$ cat src/include/ctl_loader_settings.svh
`ifndef CTL_LOADER_SETTINGS_SVH
`define CTL_LOADER_SETTINGS_SVH

// Fixed words of the control RAM
`define CTL_ADDR_CTL_FLAG       8'h00
`define CTL_ADDR_FPGA_STATE     8'h01
`define CTL_ADDR_VER_MAJOR      8'h02
`define CTL_ADDR_VER_MINOR      8'h03

// Each block occupies consecutive words from its base
`define CTL_ADDR_SILENCER_BASE  8'h40
`define CTL_ADDR_PWE_BASE       8'h50
`define CTL_ADDR_SYNC_BASE      8'h60

`define CTL_FLAG_SILENCER_SET   2
`define CTL_FLAG_PWE_SET        3
`define CTL_FLAG_SYNC_SET       5
`define CTL_FLAG_FORCE_FAN      13

`define CTL_LEN_SILENCER        3'd5
`define CTL_LEN_PWE             3'd1
`define CTL_LEN_SYNC            3'd6

// Request phase to sample cycle, one register stage plus two RAM cycles
`define CTL_RD_LATENCY          3

`define CTL_VER_MAJOR           16'h00A2
`define CTL_VER_MINOR           16'h0001

`define CTL_DEF_SILENCER_MODE   1'b0 // Fixed completion steps
`define CTL_DEF_RATE_INTENSITY  16'd256
`define CTL_DEF_RATE_PHASE      16'd256
`define CTL_DEF_STEPS_INTENSITY 16'd10
`define CTL_DEF_STEPS_PHASE     16'd40
`define CTL_DEF_FULL_WIDTH      16'd65025
`define CTL_DEF_SYNC_TIME       64'd0
`define CTL_DEF_BASE_CNT        32'd10240

`endif
$ cat src/source/ctl_loader_pkg.sv
`include "ctl_loader_settings.svh"

package ctl_loader_pkg;

    typedef logic [15:0] cnt_word_t;
    typedef logic [7:0]  cnt_addr_t;
    typedef logic [15:0] ctl_flags_t;
    typedef logic [15:0] rate_t;
    typedef logic [63:0] sync_time_t;
    typedef logic [31:0] base_cnt_t;
    typedef logic [2:0]  burst_idx_t;

    typedef enum logic [3:0] {
        PH_VER_MINOR,
        PH_VER_MAJOR,
        PH_READ_FLAG,
        PH_STATUS,
        PH_WAIT_FLAG,
        PH_LATCH,
        PH_BURST,
        PH_DRAIN,
        PH_UPDATE
    } ctl_phase_t;

    typedef enum logic [1:0] {
        BLK_SILENCER,
        BLK_PWE,
        BLK_SYNC
    } ctl_block_t;

    function automatic burst_idx_t blk_len(input ctl_block_t blk);
        case (blk)
            BLK_PWE:  return `CTL_LEN_PWE;
            BLK_SYNC: return `CTL_LEN_SYNC;
            default:  return `CTL_LEN_SILENCER;
        endcase
    endfunction

    function automatic cnt_addr_t blk_base(input ctl_block_t blk);
        case (blk)
            BLK_PWE:  return `CTL_ADDR_PWE_BASE;
            BLK_SYNC: return `CTL_ADDR_SYNC_BASE;
            default:  return `CTL_ADDR_SILENCER_BASE;
        endcase
    endfunction

    // Set flag of a block as a one-hot mask over the flag word
    function automatic ctl_flags_t blk_flag_mask(input ctl_block_t blk);
        case (blk)
            BLK_PWE:  return ctl_flags_t'(1) << `CTL_FLAG_PWE_SET;
            BLK_SYNC: return ctl_flags_t'(1) << `CTL_FLAG_SYNC_SET;
            default:  return ctl_flags_t'(1) << `CTL_FLAG_SILENCER_SET;
        endcase
    endfunction

endpackage

$ cat src/source/ctl_seq_if.sv
`timescale 1ns/1ps

interface ctl_seq_if import ctl_loader_pkg::*; ();

    ctl_phase_t phase;
    ctl_block_t blk;      // Block under load, valid from the first burst cycle
    burst_idx_t req_idx;  // Word requested in this cycle
    burst_idx_t cap_idx;  // Word on ram_dout in this cycle
    logic       cap_valid;
    logic       last_cap;

    modport fsm (
        output phase, blk,
        input  req_idx, last_cap
    );

    modport counter (
        input  phase, blk,
        output req_idx, cap_idx, cap_valid, last_cap
    );

    modport bus (input phase, blk, req_idx);

    modport capture (input phase, blk, req_idx, cap_idx, cap_valid);

endinterface

$ cat src/source/ctl_loader_top.sv
`timescale 1ns/1ps

module ctl_loader_top import ctl_loader_pkg::*; (
    input  logic       CLK,
    input  logic       arst_n,
    input  logic       thermo,
    input  cnt_word_t  ram_dout,
    output logic       ram_we,
    output cnt_addr_t  ram_addr,
    output cnt_word_t  ram_din,
    output logic       force_fan,
    output logic       silencer_mode,
    output rate_t      silencer_rate_intensity,
    output rate_t      silencer_rate_phase,
    output rate_t      silencer_steps_intensity,
    output rate_t      silencer_steps_phase,
    output logic       silencer_update,
    output cnt_word_t  pwe_full_width_start,
    output logic       pwe_update,
    output sync_time_t sync_time,
    output base_cnt_t  sync_base_cnt,
    output logic       sync_update
);

    ctl_flags_t flags;
    logic       pending;
    ctl_block_t pending_blk;

    ctl_seq_if seq ();

    ctl_fsm u_fsm (
        .CLK         (CLK),
        .arst_n      (arst_n),
        .pending     (pending),
        .pending_blk (pending_blk),
        .seq         (seq.fsm)
    );

    burst_counter u_counter (
        .CLK    (CLK),
        .arst_n (arst_n),
        .seq    (seq.counter)
    );

    ctl_flag_reg u_flags (
        .CLK         (CLK),
        .arst_n      (arst_n),
        .ram_dout    (ram_dout),
        .seq         (seq.capture),
        .flags       (flags),
        .pending     (pending),
        .pending_blk (pending_blk),
        .force_fan   (force_fan)
    );

    settings_capture u_capture (
        .CLK                      (CLK),
        .arst_n                   (arst_n),
        .ram_dout                 (ram_dout),
        .seq                      (seq.capture),
        .silencer_mode            (silencer_mode),
        .silencer_rate_intensity  (silencer_rate_intensity),
        .silencer_rate_phase      (silencer_rate_phase),
        .silencer_steps_intensity (silencer_steps_intensity),
        .silencer_steps_phase     (silencer_steps_phase),
        .silencer_update          (silencer_update),
        .pwe_full_width_start     (pwe_full_width_start),
        .pwe_update               (pwe_update),
        .sync_time                (sync_time),
        .sync_base_cnt            (sync_base_cnt),
        .sync_update              (sync_update)
    );

    ctl_bus_port u_bus (
        .CLK      (CLK),
        .arst_n   (arst_n),
        .thermo   (thermo),
        .flags    (flags),
        .seq      (seq.bus),
        .ram_we   (ram_we),
        .ram_addr (ram_addr),
        .ram_din  (ram_din)
    );

endmodule

$ cat src/source/ctl_bus_port.sv
`timescale 1ns/1ps
`include "ctl_loader_settings.svh"

module ctl_bus_port import ctl_loader_pkg::*; (
    input  logic       CLK,
    input  logic       arst_n,
    input  logic       thermo,
    input  ctl_flags_t flags,
    ctl_seq_if.bus     seq,
    output logic       ram_we,
    output cnt_addr_t  ram_addr,
    output cnt_word_t  ram_din
);

    always_ff @(posedge CLK or negedge arst_n) begin
        if (!arst_n) begin
            ram_we   <= 1'b0;
            ram_addr <= '0;
            ram_din  <= '0;
        end else begin
            ram_we <= 1'b0;
            case (seq.phase)
                PH_VER_MINOR: begin
                    ram_we   <= 1'b1;
                    ram_addr <= `CTL_ADDR_VER_MINOR;
                    ram_din  <= `CTL_VER_MINOR;
                end
                PH_VER_MAJOR: begin
                    ram_we   <= 1'b1;
                    ram_addr <= `CTL_ADDR_VER_MAJOR;
                    ram_din  <= `CTL_VER_MAJOR;
                end
                PH_READ_FLAG: ram_addr <= `CTL_ADDR_CTL_FLAG;
                PH_STATUS: begin
                    ram_we   <= 1'b1;
                    ram_addr <= `CTL_ADDR_FPGA_STATE;
                    ram_din  <= {15'h0000, thermo}; // Only the thermal bit is defined
                end
                PH_BURST: ram_addr <= blk_base(seq.blk) + cnt_addr_t'(seq.req_idx);
                PH_UPDATE: begin
                    ram_we   <= 1'b1;
                    ram_addr <= `CTL_ADDR_CTL_FLAG;
                    ram_din  <= flags; // Served bit is already cleared
                end
                default: begin
                end
            endcase
        end
    end

endmodule

$ cat src/source/settings_capture.sv
`timescale 1ns/1ps
`include "ctl_loader_settings.svh"

module settings_capture import ctl_loader_pkg::*; (
    input  logic       CLK,
    input  logic       arst_n,
    input  cnt_word_t  ram_dout,
    ctl_seq_if.capture seq,
    output logic       silencer_mode,
    output rate_t      silencer_rate_intensity,
    output rate_t      silencer_rate_phase,
    output rate_t      silencer_steps_intensity,
    output rate_t      silencer_steps_phase,
    output logic       silencer_update,
    output cnt_word_t  pwe_full_width_start,
    output logic       pwe_update,
    output sync_time_t sync_time,
    output base_cnt_t  sync_base_cnt,
    output logic       sync_update
);

    logic [5:0] time_lsb;
    logic [4:0] base_lsb;

    // Low word first, so the word index picks the 16-bit slice
    assign time_lsb = {seq.cap_idx[1:0], 4'b0000};
    assign base_lsb = {seq.cap_idx[0], 4'b0000};

    always_ff @(posedge CLK or negedge arst_n) begin
        if (!arst_n) begin
            silencer_mode            <= `CTL_DEF_SILENCER_MODE;
            silencer_rate_intensity  <= `CTL_DEF_RATE_INTENSITY;
            silencer_rate_phase      <= `CTL_DEF_RATE_PHASE;
            silencer_steps_intensity <= `CTL_DEF_STEPS_INTENSITY;
            silencer_steps_phase     <= `CTL_DEF_STEPS_PHASE;
            pwe_full_width_start     <= `CTL_DEF_FULL_WIDTH;
            sync_time                <= `CTL_DEF_SYNC_TIME;
            sync_base_cnt            <= `CTL_DEF_BASE_CNT;
        end else if (seq.cap_valid) begin
            case (seq.blk)
                BLK_SILENCER: begin
                    case (seq.cap_idx)
                        3'd0:    silencer_mode            <= ram_dout[0];
                        3'd1:    silencer_rate_intensity  <= ram_dout;
                        3'd2:    silencer_rate_phase      <= ram_dout;
                        3'd3:    silencer_steps_intensity <= ram_dout;
                        default: silencer_steps_phase     <= ram_dout;
                    endcase
                end
                BLK_PWE: begin
                    pwe_full_width_start <= ram_dout; // Single word block
                end
                BLK_SYNC: begin
                    // Words 0 to 3 carry the time, 4 and 5 the base count
                    if (seq.cap_idx < 3'd4) begin
                        sync_time[time_lsb +: 16] <= ram_dout;
                    end else begin
                        sync_base_cnt[base_lsb +: 16] <= ram_dout;
                    end
                end
                default: begin
                end
            endcase
        end
    end

    // Strobes come from the registered phase and last exactly one cycle
    assign silencer_update = (seq.phase == PH_UPDATE) && (seq.blk == BLK_SILENCER);
    assign pwe_update      = (seq.phase == PH_UPDATE) && (seq.blk == BLK_PWE);
    assign sync_update     = (seq.phase == PH_UPDATE) && (seq.blk == BLK_SYNC);

endmodule

$ cat src/source/ctl_flag_reg.sv
`timescale 1ns/1ps
`include "ctl_loader_settings.svh"

module ctl_flag_reg import ctl_loader_pkg::*; (
    input  logic       CLK,
    input  logic       arst_n,
    input  cnt_word_t  ram_dout,
    ctl_seq_if.capture seq,
    output ctl_flags_t flags,
    output logic       pending,
    output ctl_block_t pending_blk,
    output logic       force_fan
);

    ctl_flags_t flags_view;

    // In the latch cycle the word is still on the RAM port
    assign flags_view = (seq.phase == PH_LATCH) ? ram_dout : flags;

    always_comb begin
        pending     = 1'b1;
        pending_blk = BLK_SILENCER;
        if (flags_view[`CTL_FLAG_SILENCER_SET]) begin
            pending_blk = BLK_SILENCER;
        end else if (flags_view[`CTL_FLAG_PWE_SET]) begin
            pending_blk = BLK_PWE;
        end else if (flags_view[`CTL_FLAG_SYNC_SET]) begin
            pending_blk = BLK_SYNC;
        end else begin
            pending = 1'b0;
        end
    end

    always_ff @(posedge CLK or negedge arst_n) begin
        if (!arst_n) begin
            flags <= '0;
        end else if (seq.phase == PH_LATCH) begin
            flags <= ram_dout;
        end else if (seq.phase == PH_BURST && seq.req_idx == '0) begin
            flags <= flags & ~blk_flag_mask(seq.blk); // Written back as the acknowledge
        end
    end

    assign force_fan = flags[`CTL_FLAG_FORCE_FAN];

endmodule

$ cat src/source/burst_counter.sv
`timescale 1ns/1ps
`include "ctl_loader_settings.svh"

module burst_counter import ctl_loader_pkg::*; (
    input  logic       CLK,
    input  logic       arst_n,
    ctl_seq_if.counter seq
);

    localparam int LAT = `CTL_RD_LATENCY;

    burst_idx_t           req_idx;
    logic                 req_on;
    logic                 req_last;
    logic [LAT-1:0]       vld_pipe;
    logic [LAT-1:0]       last_pipe;
    burst_idx_t           idx_pipe [LAT];

    assign req_on   = (seq.phase == PH_BURST);
    assign req_last = (burst_idx_t'(req_idx + 3'd1) == blk_len(seq.blk));

    always_ff @(posedge CLK or negedge arst_n) begin
        if (!arst_n) begin
            req_idx   <= '0;
            vld_pipe  <= '0;
            last_pipe <= '0;
        end else begin
            if (req_on && !req_last) begin
                req_idx <= req_idx + 3'd1;
            end else begin
                req_idx <= '0;
            end
            vld_pipe  <= {vld_pipe[LAT-2:0], req_on};
            last_pipe <= {last_pipe[LAT-2:0], req_on && req_last};
        end
    end

    // Up to LAT reads are in flight, each index travels with its valid bit
    always_ff @(posedge CLK) begin
        idx_pipe[0] <= req_idx;
        for (int i = 1; i < LAT; i++) begin
            idx_pipe[i] <= idx_pipe[i-1];
        end
    end

    assign seq.req_idx   = req_idx;
    assign seq.cap_idx   = idx_pipe[LAT-1];
    assign seq.cap_valid = vld_pipe[LAT-1];
    assign seq.last_cap  = last_pipe[LAT-1];

endmodule

$ cat src/source/ctl_fsm.sv
`timescale 1ns/1ps

module ctl_fsm import ctl_loader_pkg::*; (
    input  logic       CLK,
    input  logic       arst_n,
    input  logic       pending,
    input  ctl_block_t pending_blk,
    ctl_seq_if.fsm     seq
);

    ctl_phase_t phase;
    ctl_phase_t phase_nxt;
    ctl_block_t blk;
    logic       burst_done;

    // The counter shows the index of the word requested in this cycle
    assign burst_done = (burst_idx_t'(seq.req_idx + 3'd1) == blk_len(blk));

    always_comb begin
        phase_nxt = phase;
        case (phase)
            PH_VER_MINOR: phase_nxt = PH_VER_MAJOR;
            PH_VER_MAJOR: phase_nxt = PH_READ_FLAG;
            PH_READ_FLAG: phase_nxt = PH_STATUS;
            PH_STATUS:    phase_nxt = PH_WAIT_FLAG;
            PH_WAIT_FLAG: phase_nxt = PH_LATCH;
            PH_LATCH: begin
                if (pending) begin
                    phase_nxt = PH_BURST;
                end else begin
                    phase_nxt = PH_READ_FLAG;
                end
            end
            PH_BURST: begin
                if (burst_done) begin
                    phase_nxt = PH_DRAIN;
                end
            end
            PH_DRAIN: begin
                if (seq.last_cap) begin // Last word lands in this cycle
                    phase_nxt = PH_UPDATE;
                end
            end
            PH_UPDATE:    phase_nxt = PH_READ_FLAG;
            default:      phase_nxt = PH_READ_FLAG;
        endcase
    end

    always_ff @(posedge CLK or negedge arst_n) begin
        if (!arst_n) begin
            phase <= PH_VER_MINOR;
        end else begin
            phase <= phase_nxt;
        end
    end

    // The block is fixed for the whole burst, drain and update
    always_ff @(posedge CLK or negedge arst_n) begin
        if (!arst_n) begin
            blk <= BLK_SILENCER;
        end else if (phase == PH_LATCH && pending) begin
            blk <= pending_blk;
        end
    end

    assign seq.phase = phase;
    assign seq.blk   = blk;

endmodule

$ cat config.mk
export PLATFORM = sky130hd
export DESIGN_NAME = ctl_loader_top
export DESIGN_NICKNAME = d
export VERILOG_FILES = /design/src/source/ctl_loader_pkg.sv /design/src/source/ctl_seq_if.sv /design/src/source/ctl_loader_top.sv /design/src/source/ctl_bus_port.sv /design/src/source/settings_capture.sv /design/src/source/ctl_flag_reg.sv /design/src/source/burst_counter.sv /design/src/source/ctl_fsm.sv
export VERILOG_INCLUDE_DIRS = /design/src /design/src/include
export SDC_FILE = /design/constraint.sdc
export NUM_CORES = 1
export LEC_CHECK = 0
export BUFFER_PORTS_ARGS = -buffer_cell sky130_fd_sc_hd__buf_2
export CELL_PAD_IN_SITES_DETAIL_PLACEMENT = 1
export CELL_PAD_IN_SITES_GLOBAL_PLACEMENT = 1
export CORE_AREA = 2 2 150 152
export CTS_BUF_LIST = sky130_fd_sc_hd__clkbuf_8
export CTS_CLUSTER_DIAMETER = 80
export CTS_CLUSTER_SIZE = 25
export DETAILED_ROUTE_END_ITERATION = 10
export DIE_AREA = 0 0 152 154
export GPL_TIMING_DRIVEN = 0
export PLACE_DENSITY_LB_ADDON = 0.12
export SLEW_MARGIN = 0
export SYNTH_ARGS = -nofsm -noshare
export SYNTH_HDL_FRONTEND = slang
export SYNTH_SLANG_ARGS = --single-unit
$ cat constraint.sdc
create_clock -name CLK -period 2.6 [get_ports CLK]
set_clock_uncertainty 0.05 [all_clocks]
set_input_delay 0.13 -clock CLK [delete_from_list [all_inputs] [get_ports CLK]]
set_output_delay 0.13 -clock CLK [all_outputs]
set_load 0.1 [all_outputs]
==> flow_metrics.tcl <==
set metrics [dict create \
    ys.flop_type "dfrtp_1" \
    fp.dieW_um 152 \
    area_growth_pct 21.91 \
    dr.first_iter.drc_count 274 \
    cts_root_buf "clkbuf_8" \
    fin_cells 1278 \
    final_area_um2 11590 \
    multiInputGateArea_um2 3213 \
    die-area_um2 23410 \
    hold_depth 4 \
    syn_area_per_cell_um2 13.04 \
    end_kind "primary output" \
    grt_max_degree 106 \
    vias 6636 \
    post_dp_cell_area_um2 11040 \
    final_hold_viol_count 0 \
    post-place-cells 1234 \
    place.port_buffers 222 \
    fin_crit_sh_pct 91.81 \
    crit_path_start_kind "flop" \
    slew_headroom_pct 48.31 \
    clk_pin_slew_worst_paths_ns 0.14 \
    overflow 0 \
    slowest_delay_ns 0.40 \
    grt_pass1_vias 6920 \
    ys_types 56 \
    fin_util_pct 53.44 \
    ys_ff_latch 240 \
    yosys_warnings 0 \
    cp_cell_sequence "buf_2 > nor2_1 > and3_2 > buf_4 > and2_1 > buf_4" \
    ant_nets 0 \
    num_io_pins 225 \
    wirelength_um 26230 \
    via_per_inst 5.192 \
    synth_area_um2 9507 \
    drv_cap 0 \
    diodes 0 \
    cts_tree "yes" \
    cp_num_buf_inv 3 \
    cp_top_family "buffers and inverters" \
    dr.pass1.iters 4 \
    regArea_um2 5981 \
    core_area_um2 21690 \
    rsz0062_at_grt "false" \
    clock_latency_ns 0.54 \
    cpMostUsedCell "buf_4" \
    clock_sinks 240 \
    grt_usage_pct 22.27 \
    arrival_ns 2.21 \
    hpwl_um 18320 \
    outcome "completed" \
    drc 0 \
    htree_levels 1 \
    gp_congestion 0.7897 \
    r2r_cells 6 \
    die_y_um 154 \
    antenna_found_initial 0 \
    drive_gt1_share_pct 42.99 \
    required_ns 2.42 \
    path_max_fanout 10 \
    ys_seq_area_share_pct 62.91 \
    synthArstFlopShare_pct 96.25 \
    grt_pass1_wl_um 41190 \
    min_path_type "primary input to flop" \
    setup_viol_count_final 0 \
    fmax_ghz 0.4189 \
    final_net_count 1019 \
    cp_slowest_cell "dfrtp_1" \
    syn_inst 729 \
    worst_slew_pin_slew_ns 0.7754 \
    fillers 2314 \
    numCtsBuffers 15 \
    cp_num_cells 6 \
    fin_crit_ns 2.387 \
    synth-edff-count 0 \
    start_util_pct 43.83 \
    clock_path_buffers 3 \
    slew_viol_final 0 \
    rows 54 \
    crit_type "flop to primary output" \
    wl_per_cell_um 20.52 \
]
## layer usage
layer | up-vias | wire length [um] | GRT usage, %
li1 | 3032 | - | -
met5 | - | 0 | 0
met1 | 3406 | 11970 | 31.43
met4 | 0 | 529 | 5.029
met2 | 170 | 12400 | 36.53
met3 | 28 | 1323 | 3.608
## state kept, by name (all words and copies together), names as in the netlist
register / count
u_capture.sync_time: 64
u_capture.sync_base_cnt: 32
u_bus.ram_din: 16
u_capture.pwe_full_width_start: 16
u_capture.silencer_rate_intensity: 16
u_capture.silencer_rate_phase: 16
u_capture.silencer_steps_intensity: 16
u_capture.silencer_steps_phase: 16
u_flags.flags: 16
u_counter.idx_pipe: 9
u_bus.ram_addr: 6
u_fsm.seq.phase: 4
u_counter.last_pipe: 3
u_counter.seq.req_idx: 3
u_counter.vld_pipe: 3
u_fsm.seq.blk: 2
u_bus.ram_we: 1
u_capture.silencer_mode: 1
## cells by family after synthesis
kind of cell | after synthesis | synth area share (%)
XOR/XNOR | 4 | 0.5265
flip-flops | 240 | 62.91
other | 1 | 0.03945
multiplexers | 126 | 14.92
AND/OR/NAND/NOR | 158 | 8.634
AO/OA/AOI/OAI | 120 | 8.305
buffers and inverters | 70 | 3.343
adder cells (fa/ha/maj) | 10 | 1.316
## per-stage QoR
step                      TNS, ns  hold WS [ns]  setup slack (ns)
after floorplan                 0       -0.2156            0.5236
after global placement    -629.09        0.2621            -2.840
after detailed placement        0      -0.01980            0.2303
after CTS                       0       0.01406           0.09171
after global routing            0       0.07836           0.03669
final                           0       0.03740            0.2130
## path summary, 6_finish.rpt
path | start | to | slack [ns]
min in group asynchronous | arst_n | u_capture.sync_time[19] | 0.49
worst min-delay path | thermo | u_bus.ram_din[0] | 0.04
worst min register to register | u_counter.idx_pipe[0][5] | u_counter.idx_pipe[0][8] | 0.30
worst max register to register | u_counter.idx_pipe[0][6] | u_capture.silencer_steps_phase[9] | 0.24
worst max-delay path | u_fsm.seq.phase[0] | silencer_update | 0.21
max in group asynchronous | arst_n | u_capture.pwe_full_width_start[10] | 0.87
## timing repair
item / 4_1_cts / 5_1_grt
hold endpoints to repair: 159 / 0
resized for setup: 4 / 1
buffers inserted: 0 / 0
cloned: 0 / 0
endpoints found under the setup margin: 3 / 3
hold buffers: 20 / 0
## worst reg2reg max path, cell delays in order (launching register included)
cell      delay (ns)
dfxtp_1         0.55
inv_1           0.16
ha_1            0.33
nor4_1          0.40
o211ai_2        0.26
buf_6           0.23
mux2_2          0.28
## Yosys cell counts (3+ instances only)
cell type	instances	share of area, %
nand4b_1	6	0.55
nand4b_2	3	0.47
a22o_1	32	2.9
mux2_2	126	15
dfstp_2	16	4.4
ha_1	10	1.3
dfxtp_1	9	1.9
clkbuf_1	32	1.3
nor2b_1	3	0.20
nand2_1	104	4.1
nor3_1	3	0.16
buf_6	3	0.36
a21oi_1	11	0.58
o21ai_0	52	2.7
nor2_1	9	0.36
nor3b_1	4	0.32
a211oi_1	4	0.32
dfrtp_1	215	57
and2_1	6	0.39
inv_1	12	0.47
buf_2	20	1.1
## layout by cell type, fill, tap and decap left out, types with 4 or more instances in the layout
cell,n
buf_2,237
dfrtp_1,215
mux2_2,126
nand2_1,104
o21ai_0,52
a22o_1,32
clkbuf_1,31
dlygate4sd3_1,19
clkbuf_8,16
dfstp_2,16
inv_1,15
a21oi_1,11
ha_1,10
nor2_1,9
dfxtp_1,9
and2_1,6
buf_4,6
nand4b_1,6
a211oi_1,4
nor3b_1,4
## area by class of cell
type	count	area share [%]
Inverter	13	0.4210
Multi-Input combinational cell	420	27.72
Tap cell	280	3.023
Clock inverter	9	0.9932
Clock buffer	16	1.900
Buffer	56	2.310
Sequential cell	240	51.60
Timing Repair Buffer	244	12.03
Power is not shown: default switching activity piles up to over one toggle a cycle in this logic, so the estimate is an artifact.
